$ cat src/logic/ex_config.svh
// EX stage configuration: datapath widths and operation encodings
`ifndef EX_CONFIG_SVH
`define EX_CONFIG_SVH

// ----------------------------------------------------------------------
// datapath widths
// ----------------------------------------------------------------------
`define EX_DATA_W 32
`define EX_MM_W   64

// alu operations, bit 0 doubles as shift direction (1 = right)
`define EX_ALUK_ADD 2'b00
`define EX_ALUK_AND 2'b01
`define EX_ALUK_OR  2'b10
`define EX_ALUK_XOR 2'b11

// stack pop increment in bytes
`define EX_POP_2  2'b00
`define EX_POP_4  2'b01
`define EX_POP_8  2'b10
`define EX_POP_12 2'b11

// zero flag position in the flags word
`define EX_ZF_BIT 6

`endif

$ cat src/logic/ex_pkg.sv
// EX stage shared types: the flags word as raw value and as named bits
`include "ex_config.svh"

package ex_pkg;

	// raw view feeds forwarding and writeback,
	// the named view feeds the cmpxchg decision
	typedef union packed {
		logic [`EX_DATA_W-1:0] raw;
		struct packed {
			logic [19:0] rsvd_31_12;
			logic        of;
			logic [2:0]  rsvd_10_8;
			logic        sf;
			logic        zf;
			logic [2:0]  rsvd_5_3;
			logic        pf;
			logic        rsvd_1;
			logic        cf;
		} bits;
	} ex_flags_u;

endpackage

$ cat src/logic/ex_functional_unit.sv
// EX functional unit: 32-bit ALU, packed MMX add, shifter, count and pop adders
`include "ex_config.svh"

module ex_functional_unit
	import ex_pkg::*;
(
	input  logic [1:0]            aluk,
	input  logic [1:0]            datasize,
	input  logic [1:0]            pop_size,
	input  logic [`EX_DATA_W-1:0] ex_a, ex_b, b, ex_c, count,
	input  ex_flags_u             flags_fwd,
	input  logic [`EX_MM_W-1:0]   ex_mm_a, ex_mm_b,
	input  logic                  mm_aluk,
	output logic [`EX_DATA_W-1:0] alu_result,
	output ex_flags_u             alu_flags,
	output logic [`EX_MM_W-1:0]   mm_result,
	output logic [`EX_DATA_W-1:0] shift_result,
	output ex_flags_u             shift_flags,
	output logic [`EX_DATA_W-1:0] count_minus_one,
	output logic [`EX_DATA_W-1:0] sp_pop
);

	localparam int W = `EX_DATA_W;

	logic [W:0]     add_sum;
	logic           alu_cf, alu_of;
	logic [`EX_MM_W-1:0] mm_bytes, mm_words;
	logic [W-1:0]   size_mask, shift_opnd, pop_inc;
	logic [W:0]     carry_pos;
	logic [2*W-1:0] shl_ext, shr_ext;
	logic           shift_cf;

	// status bits from a result, the rest pass through from forwarding
	function automatic ex_flags_u make_flags(ex_flags_u fwd, logic [W-1:0] res,
			logic cf, logic of);
		ex_flags_u f;
		f = fwd;
		f.bits.cf = cf;
		f.bits.pf = ~^res[7:0];
		f.bits.zf = (res == '0);
		f.bits.sf = res[W-1];
		f.bits.of = of;
		return f;
	endfunction

	// ----------------------------------------------------------------------
	// alu
	// ----------------------------------------------------------------------
	assign add_sum = {1'b0, ex_a} + {1'b0, b};

	always_comb begin
		alu_cf = 1'b0;
		alu_of = 1'b0;
		case (aluk)
			`EX_ALUK_ADD: begin
				alu_result = add_sum[W-1:0];
				alu_cf = add_sum[W];
				alu_of = (ex_a[W-1] == b[W-1]) && (add_sum[W-1] != ex_a[W-1]);
			end
			`EX_ALUK_AND: alu_result = ex_a & b;
			`EX_ALUK_OR:  alu_result = ex_a | b;
			default:      alu_result = ex_a ^ b;
		endcase
	end

	assign alu_flags = make_flags(flags_fwd, alu_result, alu_cf, alu_of);

	// packed adds, lanes never carry into each other
	for (genvar i = 0; i < `EX_MM_W / 8; i++) begin : g_pbyte
		assign mm_bytes[i*8 +: 8] = ex_mm_a[i*8 +: 8] + ex_mm_b[i*8 +: 8];
	end
	for (genvar i = 0; i < `EX_MM_W / 16; i++) begin : g_pword
		assign mm_words[i*16 +: 16] = ex_mm_a[i*16 +: 16] + ex_mm_b[i*16 +: 16];
	end
	assign mm_result = mm_aluk ? mm_words : mm_bytes;

	// ----------------------------------------------------------------------
	// shifter
	// ----------------------------------------------------------------------
	// datasize 0 byte, 1 word, otherwise dword
	always_comb begin
		case (datasize)
			2'b00:   size_mask = W'('hff);
			2'b01:   size_mask = W'('hffff);
			default: size_mask = '1;
		endcase
	end

	assign shift_opnd = ex_a & size_mask;
	assign shl_ext = {{W{1'b0}}, shift_opnd} << ex_b[4:0];
	assign shr_ext = {shift_opnd, {W{1'b0}}} >> ex_b[4:0];
	// one-hot bit just above the operand size
	assign carry_pos = {1'b0, size_mask} + 1'b1;

	// carry is the last bit shifted out
	assign shift_cf = aluk[0] ? shr_ext[W-1] : |(shl_ext[W:0] & carry_pos);
	assign shift_result = (aluk[0] ? shr_ext[2*W-1:W] : shl_ext[W-1:0]) & size_mask;
	assign shift_flags = make_flags(flags_fwd, shift_result, shift_cf, 1'b0);

	// count and stack pointer
	always_comb begin
		case (pop_size)
			`EX_POP_2: pop_inc = W'(2);
			`EX_POP_4: pop_inc = W'(4);
			`EX_POP_8: pop_inc = W'(8);
			default:   pop_inc = W'(12);
		endcase
	end

	assign count_minus_one = count - 1'b1;
	assign sp_pop = ex_c + pop_inc;

endmodule

$ cat src/logic/ex_operand_select.sv
// EX operand select: CMPS temporary register, B operand and repeat count
`include "ex_config.svh"

module ex_operand_select (
	input  logic                  CLK,
	input  logic                  rst_n,
	input  logic                  ex_v,
	input  logic                  is_cmps_first,
	input  logic                  is_cmps_second,
	input  logic                  repne_steady,
	input  logic [`EX_DATA_W-1:0] ex_a,
	input  logic [`EX_DATA_W-1:0] ex_b,
	input  logic [`EX_DATA_W-1:0] ex_c,
	input  logic [`EX_DATA_W-1:0] count_fwd,
	output logic [`EX_DATA_W-1:0] b,
	output logic [`EX_DATA_W-1:0] count
);

	logic [`EX_DATA_W-1:0] cmps_temp;

	// first micro-op parks its A operand for the second
	always_ff @(posedge CLK) begin
		if (!rst_n) begin
			cmps_temp <= '0;
		end else if (is_cmps_first && ex_v) begin
			cmps_temp <= ex_a;
		end
	end

	assign b = is_cmps_second ? cmps_temp : ex_b;

	// steady-state repne takes the count from the forwarding path
	assign count = repne_steady ? count_fwd : ex_c;

	// the two halves of a cmps never share a cycle
	a_cmps_exclusive : assert property (
		@(posedge CLK) disable iff (!rst_n)
		!(is_cmps_first && is_cmps_second)
	) else $error("Error: %0t cmps first and second micro-op flags both set", $time);

endmodule

$ cat src/logic/ex_result_select.sv
// EX result select: result A, B and C words, flags and MMX result
`include "ex_config.svh"

module ex_result_select
	import ex_pkg::*;
(
	input  logic                  is_cmps_first,
	input  logic                  is_cmps_second,
	input  logic                  is_cmpxchg,
	input  logic                  is_xchg,
	input  logic                  pass_a,
	input  logic                  is_alu32,
	input  logic                  is_alu32_flags,
	input  logic                  mux_sp_pop,
	input  logic [`EX_DATA_W-1:0] ex_a, ex_b, ex_c,
	input  logic [`EX_DATA_W-1:0] alu_result,
	input  ex_flags_u             alu_flags,
	input  logic [`EX_MM_W-1:0]   mm_result,
	input  logic [`EX_DATA_W-1:0] shift_result,
	input  ex_flags_u             shift_flags,
	input  logic [`EX_DATA_W-1:0] count_minus_one,
	input  logic [`EX_DATA_W-1:0] sp_pop,
	output logic [`EX_DATA_W-1:0] res_a_next,
	output logic [`EX_DATA_W-1:0] res_b_next,
	output logic [`EX_DATA_W-1:0] res_c_next,
	output ex_flags_u             flags_next,
	output logic [`EX_MM_W-1:0]   mm_next
);

	// result A priority: alu, then b, then a, then c, shifter last
	assign res_a_next = is_alu32 ? alu_result :
		(is_cmps_first || is_xchg) ? ex_b :
		pass_a ? ex_a :
		is_cmpxchg ? ex_c :
		shift_result;

	// swap path for xchg and cmpxchg
	assign res_b_next = (is_cmpxchg || is_xchg) ? ex_a : ex_b;

	// second cmps micro-op retires one iteration of the count
	assign res_c_next = is_cmps_second ? count_minus_one :
		mux_sp_pop ? sp_pop :
		ex_c;

	assign flags_next = is_alu32_flags ? alu_flags : shift_flags;

	assign mm_next = mm_result;

endmodule

$ cat src/logic/ex_stage.sv
// EX stage top: operand select, functional unit, write enables, result mux, WB latch
`include "ex_config.svh"

module ex_stage
	import ex_pkg::*;
(
	input  logic                  CLK,
	input  logic                  rst_n,
	// upstream latch
	input  logic                  ex_v,
	input  logic [`EX_DATA_W-1:0] ex_a, ex_b, ex_c,
	input  logic [`EX_MM_W-1:0]   ex_mm_a, ex_mm_b,
	input  logic [1:0]            aluk, datasize, pop_size,
	input  logic                  is_cmps_first, is_cmps_second, is_cmpxchg, is_xchg,
	input  logic                  pass_a, is_alu32, is_alu32_flags, mux_sp_pop,
	input  logic                  repne_steady,
	input  logic [`EX_DATA_W-1:0] count_fwd,
	input  ex_flags_u             flags_fwd,
	input  logic                  ld_gpr1, ld_gpr2, ld_gpr3, ld_seg, ld_mm, dcache_write,
	input  logic                  is_repne, repne_terminate,
	// writeback side
	input  logic                  wb_stall,
	output logic                  ld_latches,
	output logic                  wb_v,
	output logic [`EX_DATA_W-1:0] wb_res_a, wb_res_b, wb_res_c,
	output ex_flags_u             wb_flags,
	output logic [`EX_MM_W-1:0]   wb_mm,
	output logic                  wb_ld_gpr1, wb_ld_gpr2, wb_ld_gpr3,
	output logic                  wb_ld_seg, wb_ld_mm, wb_dcache_write
);

	logic [`EX_DATA_W-1:0] b, count;
	logic [`EX_DATA_W-1:0] alu_result, shift_result, count_minus_one, sp_pop;
	ex_flags_u             alu_flags, shift_flags, flags_next;
	logic [`EX_MM_W-1:0]   mm_result, mm_next;
	logic [`EX_DATA_W-1:0] res_a_next, res_b_next, res_c_next;
	logic                  v_ld_gpr1, v_ld_gpr2, v_ld_gpr3;
	logic                  v_ld_seg, v_ld_mm, v_dcache_write;

	ex_operand_select u_operand_select (.*);

	// packed word add when aluk[0] is set, packed byte add otherwise
	ex_functional_unit u_functional_unit (
		.mm_aluk(aluk[0]),
		.*
	);

	ex_write_enable u_write_enable (.*);

	ex_result_select u_result_select (.*);

	ex_wb_latch u_wb_latch (.*);

endmodule

$ cat src/logic/ex_wb_latch.sv
// EX/WB pipeline latch with stall hold and REPNE valid squash
`include "ex_config.svh"

module ex_wb_latch
	import ex_pkg::*;
(
	input  logic                  CLK,
	input  logic                  rst_n,
	input  logic                  wb_stall,
	input  logic                  ex_v,
	input  logic                  is_repne,
	input  logic                  repne_terminate,
	input  logic [`EX_DATA_W-1:0] res_a_next, res_b_next, res_c_next,
	input  ex_flags_u             flags_next,
	input  logic [`EX_MM_W-1:0]   mm_next,
	input  logic                  v_ld_gpr1, v_ld_gpr2, v_ld_gpr3,
	input  logic                  v_ld_seg, v_ld_mm, v_dcache_write,
	output logic                  ld_latches,
	output logic                  wb_v,
	output logic [`EX_DATA_W-1:0] wb_res_a, wb_res_b, wb_res_c,
	output ex_flags_u             wb_flags,
	output logic [`EX_MM_W-1:0]   wb_mm,
	output logic                  wb_ld_gpr1, wb_ld_gpr2, wb_ld_gpr3,
	output logic                  wb_ld_seg, wb_ld_mm, wb_dcache_write
);

	logic v_next;

	// upstream holds whenever writeback stalls
	assign ld_latches = !wb_stall;

	// repne iterations only retire on the terminating pass
	assign v_next = is_repne ? (ex_v && repne_terminate) : ex_v;

	always_ff @(posedge CLK) begin
		if (!rst_n) begin
			wb_v <= 1'b0;
			wb_res_a <= '0;
			wb_res_b <= '0;
			wb_res_c <= '0;
			wb_flags <= '0;
			wb_mm <= '0;
			wb_ld_gpr1 <= 1'b0;
			wb_ld_gpr2 <= 1'b0;
			wb_ld_gpr3 <= 1'b0;
			wb_ld_seg <= 1'b0;
			wb_ld_mm <= 1'b0;
			wb_dcache_write <= 1'b0;
		end else if (ld_latches) begin
			wb_v <= v_next;
			wb_res_a <= res_a_next;
			wb_res_b <= res_b_next;
			wb_res_c <= res_c_next;
			wb_flags <= flags_next;
			wb_mm <= mm_next;
			wb_ld_gpr1 <= v_ld_gpr1;
			wb_ld_gpr2 <= v_ld_gpr2;
			wb_ld_gpr3 <= v_ld_gpr3;
			wb_ld_seg <= v_ld_seg;
			wb_ld_mm <= v_ld_mm;
			wb_dcache_write <= v_dcache_write;
		end
	end

	// ----------------------------------------------------------------------
	// a stalled edge must not disturb what writeback is looking at
	// ----------------------------------------------------------------------
	a_stall_hold : assert property (
		@(posedge CLK) disable iff (!rst_n)
		(rst_n && wb_stall) |=> $stable({wb_v, wb_res_a, wb_res_b, wb_res_c,
			wb_flags.raw, wb_mm, wb_ld_gpr1, wb_ld_gpr2, wb_ld_gpr3,
			wb_ld_seg, wb_ld_mm, wb_dcache_write})
	) else $error("Error: %0t wb latch changed during stall", $time);

endmodule

$ cat src/logic/ex_write_enable.sv
// EX write enables: CMPXCHG zero-flag override and valid gating
module ex_write_enable
	import ex_pkg::*;
(
	input  logic      ex_v,
	input  logic      is_cmpxchg,
	input  ex_flags_u alu_flags,
	input  logic      ld_gpr1,
	input  logic      ld_gpr2,
	input  logic      ld_gpr3,
	input  logic      ld_seg,
	input  logic      ld_mm,
	input  logic      dcache_write,
	output logic      v_ld_gpr1,
	output logic      v_ld_gpr2,
	output logic      v_ld_gpr3,
	output logic      v_ld_seg,
	output logic      v_ld_mm,
	output logic      v_dcache_write
);

	logic zf;
	logic gpr1, gpr2, dcache;

	assign zf = alu_flags.bits.zf;

	always_comb begin
		// cmpxchg: equal writes dest and memory, unequal loads the accumulator
		gpr1 = is_cmpxchg ? (ld_gpr1 && zf) : ld_gpr1;
		gpr2 = is_cmpxchg ? (ld_gpr2 && !zf) : ld_gpr2;
		dcache = is_cmpxchg ? (dcache_write && zf) : dcache_write;

		// nothing leaves the stage for a bubble
		v_ld_gpr1 = ex_v && gpr1;
		v_ld_gpr2 = ex_v && gpr2;
		v_ld_gpr3 = ex_v && ld_gpr3;
		v_ld_seg = ex_v && ld_seg;
		v_ld_mm = ex_v && ld_mm;
		v_dcache_write = ex_v && dcache;
	end

endmodule

$ cat config.mk
export PLATFORM = sky130hd
export DESIGN_NAME = ex_stage
export DESIGN_NICKNAME = d
export VERILOG_FILES = /design/src/logic/ex_pkg.sv /design/src/logic/ex_functional_unit.sv /design/src/logic/ex_operand_select.sv /design/src/logic/ex_result_select.sv /design/src/logic/ex_stage.sv /design/src/logic/ex_wb_latch.sv /design/src/logic/ex_write_enable.sv
export VERILOG_INCLUDE_DIRS = /design/src /design/src/logic
export SDC_FILE = /design/constraint.sdc
export NUM_CORES = 1
export LEC_CHECK = 0
export BUFFER_PORTS_ARGS = -buffer_cell sky130_fd_sc_hd__buf_2
export CAP_MARGIN = 0
export CORE_AREA = 2 2 293 295
export CTS_CLUSTER_DIAMETER = 60
export DETAILED_ROUTE_END_ITERATION = 8
export DIE_AREA = 0 0 295 297
export GPL_TIMING_DRIVEN = 1
export PLACE_DENSITY = 0.48
export SYNTH_ARGS = -nofsm -noshare
export SYNTH_HDL_FRONTEND = slang
export SYNTH_HIERARCHICAL = 1
export SYNTH_SLANG_ARGS = --single-unit
$ cat constraint.sdc
create_clock -name CLK -period 7.9 [get_ports CLK]
set_clock_uncertainty 0.1 [all_clocks]
set_input_delay 0.79 -clock CLK [delete_from_list [all_inputs] [get_ports CLK]]
set_output_delay 0.79 -clock CLK [all_outputs]
set_load 0.005 [all_outputs]
== Word-level counts from Yosys, hierarchy flattened ==
Index checks and enable logic that the tools add are counted.
W data, S select, Z words.

* Register bits after elaboration: 231
* Bits of input ports: 315
* Output and inout bits: 200
* Word-level logic and storage cells: 90

* $add $sub $neg: 16
* Equality and inequality tests: 7
* Shift-type cells: 2
* Multiplexer cells: 22
* Bitwise operators: 6
* Reductions and logical operators: 24

{| class="wikitable"
|+ Operators by type and width
! kind !! number
|-
| $mux W32 || 10
|-
| $and A32 B32 Y32 || 3
|-
| $pmux W32 S3 || 1
|-
| $add A16 B16 Y16 || 4
|-
| $add A8 B8 Y8 || 8
|-
| $logic_not A32 Y1 || 2
|-
| $mux W64 || 1
|-
| $pmux W32 S2 || 1
|-
| $shr A64 B5 Y64 || 1
|-
| $add A32 B1 Y33 const B || 1
|-
| $add A32 B32 Y33 || 1
|-
| $and A33 B33 Y33 || 1
|-
| $reduce_or A33 Y1 || 1
|-
| $shl A32 B5 Y33 || 1
|-
| $add A32 B4 Y32 || 1
|-
| $or A32 B32 Y32 || 1
|-
| $sub A32 B1 Y32 const B || 1
|-
| $xor A32 B32 Y32 || 1
|-
| $reduce_xnor A8 Y1 || 2
|-
| $logic_and A1 B1 Y1 || 12
|-
| $mux W12 || 1
|-
| $pmux W4 S3 || 1
|-
| $mux W1 || 7
|-
| $eq A2 B1 Y1 const B || 3
|-
| other kinds (6) || 11
|}

== Depth between registers and ports, before layout ==
* Depth in word-level cells: 10
* Mapped depth: 24
* Gate-level depth less buffers: 21

== Cells and area by module ==
Netlist, hierarchy kept.

{| class="wikitable"
|+ By module, submodules not included
! module !! times used !! cells each !! area each (sq um) !! seq. area each (sq um)
|-
| ex_functional_unit || 1 || 1,678 || 11,292.1 || 0.0
|-
| ex_wb_latch || 1 || 644 || 7,659.8 || 3,983.8
|-
| ex_result_select || 1 || 462 || 3,662.3 || 0.0
|-
| ex_operand_select || 1 || 219 || 2,422.3 || 640.6
|-
| ex_write_enable || 1 || 8 || 46.3 || 0.0
|}

== Worst setup path before layout ==
No wires, ideal clock.

* Kind: in2reg
* Start point: input port aluk[0]
* End point: register u_wb_latch.wb_dcache_write
* Setup time: 0.065 ns
* Arrival: 5.617 ns
* Data required time: 7.735 ns
* Slack: 2.118 ns
* Stages on the path: 22
* Path buffers: 7
* Path through: clkbuf_1 -> clkbuf_1 -> clkbuf_1 -> clkbuf_1 -> clkbuf_1 -> clkbuf_1 -> clkbuf_1 -> nor2_1 -> a22oi_1 -> nor2_1 -> a221oi_1 -> ha_1 -> nand4_1 -> or3_1 -> or4_1 -> nor4b_2 -> or4b_1 -> nor4_2 -> nand2b_1 -> and3_1 -> mux2i_1 -> nor2b_1

{| class="wikitable"
|+ RTL lines
! item !! RTL line !! RTL
|-
| from (decl) || ex_stage.sv:13 || <nowiki>input logic [1:0] aluk, datasize, pop_size,</nowiki>
|-
| to (signal assigned) || ex_wb_latch.sv:61 || <nowiki>wb_dcache_write <= v_dcache_write;</nowiki>
|-
| to (decl) || ex_wb_latch.sv:24 || <nowiki>output logic wb_ld_seg, wb_ld_mm, wb_dcache_write</nowiki>
|}

==> flow_summary.json <==
{
  "ys.flop_type": "dfxtp_1",
  "comb_power_share_pct": 33.9,
  "grt_pass1_vias": 21200,
  "status": "finished, final reports clean",
  "hold_viol": 0,
  "power_density_nw_per_um2": 164,
  "endpoint": "u_wb_latch/wb_ld_gpr1$_SDFFE_PN0N_",
  "slew_viol_final": 0,
  "p_int_w": 0.00302,
  "antenna_found_initial": 9,
  "crit_chain": "buf_4 > mux2_4 > inv_1 > ha_1 > a21o_1 > a221o_1 > a21o_1 > a21oi_1 > or3_1 > a21oi_1 > a211oi_1 > ha_1 > nand4_1 > or3_1 > or4_1 > nor4b_2 > or4b_1 > nor4_2 > buf_4 > nand2b_1 > and3_1 > mux2i_1 > nor2b_1",
  "num_vias": 22600,
  "r2r_slack_ns": 2.31,
  "globalplace.congestion": 0.937,
  "numPortBuffers": 509,
  "drcViolationCount": 0,
  "grt_usage_pct": 20.9,
  "coreArea_sq_um": 84500,
  "ys_warn_count": 6,
  "setup_viol": 0,
  "grt_pass1_wl_mm": 140,
  "crit_start": "is_cmps_second",
  "relSlewSlack_pct": 36.1,
  "finalSetupTns_ns": 0,
  "dieArea_sq_um": 87600,
  "hold_path_class": "reg2reg",
  "yosysTopAreaCellShare_pct": 18.4,
  "syn_inst": 3011,
  "postCtsHoldBufs": 0,
  "final_common_cell": "buf_2",
  "clkLatencyLatePin_ns": 0.58,
  "ys_ff_latch": 231,
  "numCtsBuffers": 39,
  "cp.arrival_ns": 6.35,
  "timing.fmax_ghz": 0.168,
  "pwr-share-seq_pct": 28.0,
  "hold_slack_ns": 0.352,
  "seq_area_frac_synth_pct": 18.4,
  "wire_per_inst_um": 21.4,
  "cp_max_fo": 14,
  "cts.reportedPaths.clkPinSlew_ns": 0.05,
  "syn_area_per_cell_sq_um": 8.33,
  "yosysTopAreaCell": "dfxtp_1",
  "worst-setup-path-type": "in2reg",
  "routed_wl_mm": 95.1,
  "reg2reg_from": "u_operand_select/cmps_temp[2]$_SDFFE_PN0P_",
  "die_h_um": 297,
  "firstDrtPassIters": 5,
  "p_sw_w": 0.00165,
  "critPathBufInv": 3,
  "start_util_pct": 29.7,
  "cts_setup_buffers": 0,
  "viasPerCell": 5.07,
  "worst_pin_slew_ns": 0.959,
  "crit_required_ns": 8.30,
  "cap_viol_max_count": 0,
  "ff2ff_path_depth": 22,
  "synth_cell_type_count": 90,
  "end_kind": "register",
  "first_iter_violations": 1384,
  "cts_tree": "yes",
  "post_route_cells_drive_above_1_share_pct": 27.3,
  "ys_async_sr_fraction_pct": 0,
  "min_period_over_period_pct": 75.4,
  "cpPeakStageDelay_ns": 0.53,
  "whs_path_depth": 2,
  "nets": 3731,
  "netlist_area_sq_um": 25100,
  "overflow": 0,
  "rows": 107,
  "crit_cells": 23,
  "critPathSlowestCell": "or4_1",
  "synth_nets": 3472,
  "leakage_nw": 13.1,
  "layout_common_cells": "buf_2 (505), nand2_1 (297), mux2i_1 (281)",
  "synth_edf_count": 0,
  "cpLargestDelayFamily": "simple AND/OR/NAND/NOR gates",
  "period_minus_slack_ns": 5.95,
  "clkPwrFrac_pct": 38.1,
  "htreeDepth": 2,
  "clock-sinks": 231,
  "syn2layout_area_growth_pct": 13.5,
  "grt_max_degree": 117,
  "ios": 515,
  "netlist_top_cells_area": "dfxtp_1 (18%), mux2i_1 (11%), ha_1 (6.8%)",
  "antenna_left": 0,
  "ctsResizeCount": 0,
  "worst_setup_path_start_kind": "input pin",
  "swShare_pct": 35.3,
  "cts_buffer_depth": 3,
  "r2r_end": "u_wb_latch/wb_ld_gpr1$_SDFFE_PN0N_",
  "cts_root_buffer": "clkbuf_16",
  "vdd_drop_max_uv": 146,
  "die_w_um": 295,
  "rsz0062_at_grt": "no",
  "hpwl_mm": 73.9
}
==> how the worst min path moves through the flow <==
stage	startpoint	endpoint	slack, ns
final	u_operand_select/cmps_temp[31]$_SDFFE_PN0P_	u_operand_select/cmps_temp[31]$_SDFFE_PN0P_	0.35
after global routing	u_operand_select/cmps_temp[3]$_SDFFE_PN0P_	u_operand_select/cmps_temp[3]$_SDFFE_PN0P_	0.37
after CTS	u_operand_select/cmps_temp[31]$_SDFFE_PN0P_	u_operand_select/cmps_temp[31]$_SDFFE_PN0P_	0.35
after detailed placement	u_operand_select/cmps_temp[31]$_SDFFE_PN0P_	u_operand_select/cmps_temp[31]$_SDFFE_PN0P_	0.34
after global placement	u_operand_select/cmps_temp[31]$_SDFFE_PN0P_	u_operand_select/cmps_temp[31]$_SDFFE_PN0P_	0.34
after floorplan	u_operand_select/cmps_temp[31]$_SDFFE_PN0P_	u_operand_select/cmps_temp[31]$_SDFFE_PN0P_	0.33
==> worst min-delay path: cells and delay by family (launching register included) <==
kind / cells / cell delay (ns)
compound gates: 1 / 0.05
simple gates: 1 / 0.05
flops: 1 / 0.31
==> cells in the mapped netlist, drive strengths merged (5+ instances only) <==
| master | count |
|---|---|
| a31o | 9 |
| a22oi | 8 |
| mux2 | 178 |
| nand3 | 34 |
| a211oi | 19 |
| a21oi | 131 |
| nor3 | 36 |
| o31ai | 9 |
| nand2 | 297 |
| o211ai | 83 |
| o21a | 17 |
| a221oi | 8 |
| a22o | 5 |
| a31oi | 22 |
| fa | 9 |
| and2 | 18 |
| o221ai | 7 |
| mux4 | 27 |
| nor2 | 153 |
| dfxtp | 231 |
| o22ai | 10 |
| nor4 | 13 |
| and3 | 29 |
| o21ai | 188 |
| xor2 | 47 |
| buf | 229 |
| nand2b | 54 |
| clkbuf | 100 |
| a211o | 8 |
| nor2b | 210 |
| or2 | 12 |
| o41ai | 7 |
| o21bai | 9 |
| a21o | 34 |
| or4 | 9 |
| nand4 | 43 |
| mux2i | 281 |
| a221o | 5 |
| a21boi | 7 |
| xnor2 | 76 |
| inv | 132 |
| or3 | 13 |
| ha | 137 |
==> through the flow <==
stage | cell area (sq um) | util (%) | std cells | worst slack, ns | power (W)
2_1_floorplan | 25100 | - | 3011 | 2.12 | 0.00248
3_3_place_gp | 27100 | 32.1 | 4373 | 1.48 | 0.00290
3_5_place_dp | 27100 | 32.1 | 4373 | 1.37 | 0.00290
4_1_cts | 28500 | 33.7 | 4441 | 1.98 | 0.00473
5_1_grt | 28500 | 33.7 | 4445 | 1.68 | 0.00492
6_report | 28500 | 33.7 | 4445 | 1.95 | 0.00466
==> sequential cells by signal, indices dropped and copies added (netlist names), 32 cells and up <==
signal,cells
u_wb_latch/wb_flags,32
u_wb_latch/wb_res_b,32
u_wb_latch/wb_mm,64
u_wb_latch/wb_res_a,32
u_operand_select/cmps_temp,32
u_wb_latch/wb_res_c,32
==> kinds of logic after synthesis <==
| kind of cell | share of synthesized area [%] |
|---|---|
| adders and majority gates | 7.55 |
| other | 0.0150 |
| and+or+nand+nor | 18.9 |
| AOI/OAI and AO/OA | 16.9 |
| DFF | 18.4 |
| xor gates and xnor gates | 4.29 |
| buffers and inverters | 10.9 |
| muxes | 23.0 |
==> power groups by stage <==
stage	clock network [W]	registers [W]	logic (W)
final	0.00178	0.00131	0.00158
after floorplan	0	0.00134	0.00115
after detailed placement	0	0.00133	0.00157
after global routing	0.00188	0.00132	0.00173
after CTS	0.00184	0.00131	0.00158
after global placement	0	0.00133	0.00157
==> layer usage <==
layer  up-vias  global-route usage (%)  part of all wire (%)
met1     10700                    29.3                    46
met2       698                    32.7                    45
met3       102                    3.69                   6.5
met4         2                    5.60                   2.4
met5         -                       0                 0.013
li1      11000                       -                     -
==> area by class of cell <==
type | count | area [sq um]
Timing Repair Buffer | 547 | 2870
Inverter | 135 | 507
Clock buffer | 49 | 1050
Fill cell | 9063 | 56000
Multi-Input combinational cell | 2316 | 17700
Sequential cell | 231 | 4620
Clock inverter | 19 | 269
Tap cell | 1144 | 1430
Antenna cell | 4 | 10.0
Power figures use the tool's default switching activity.
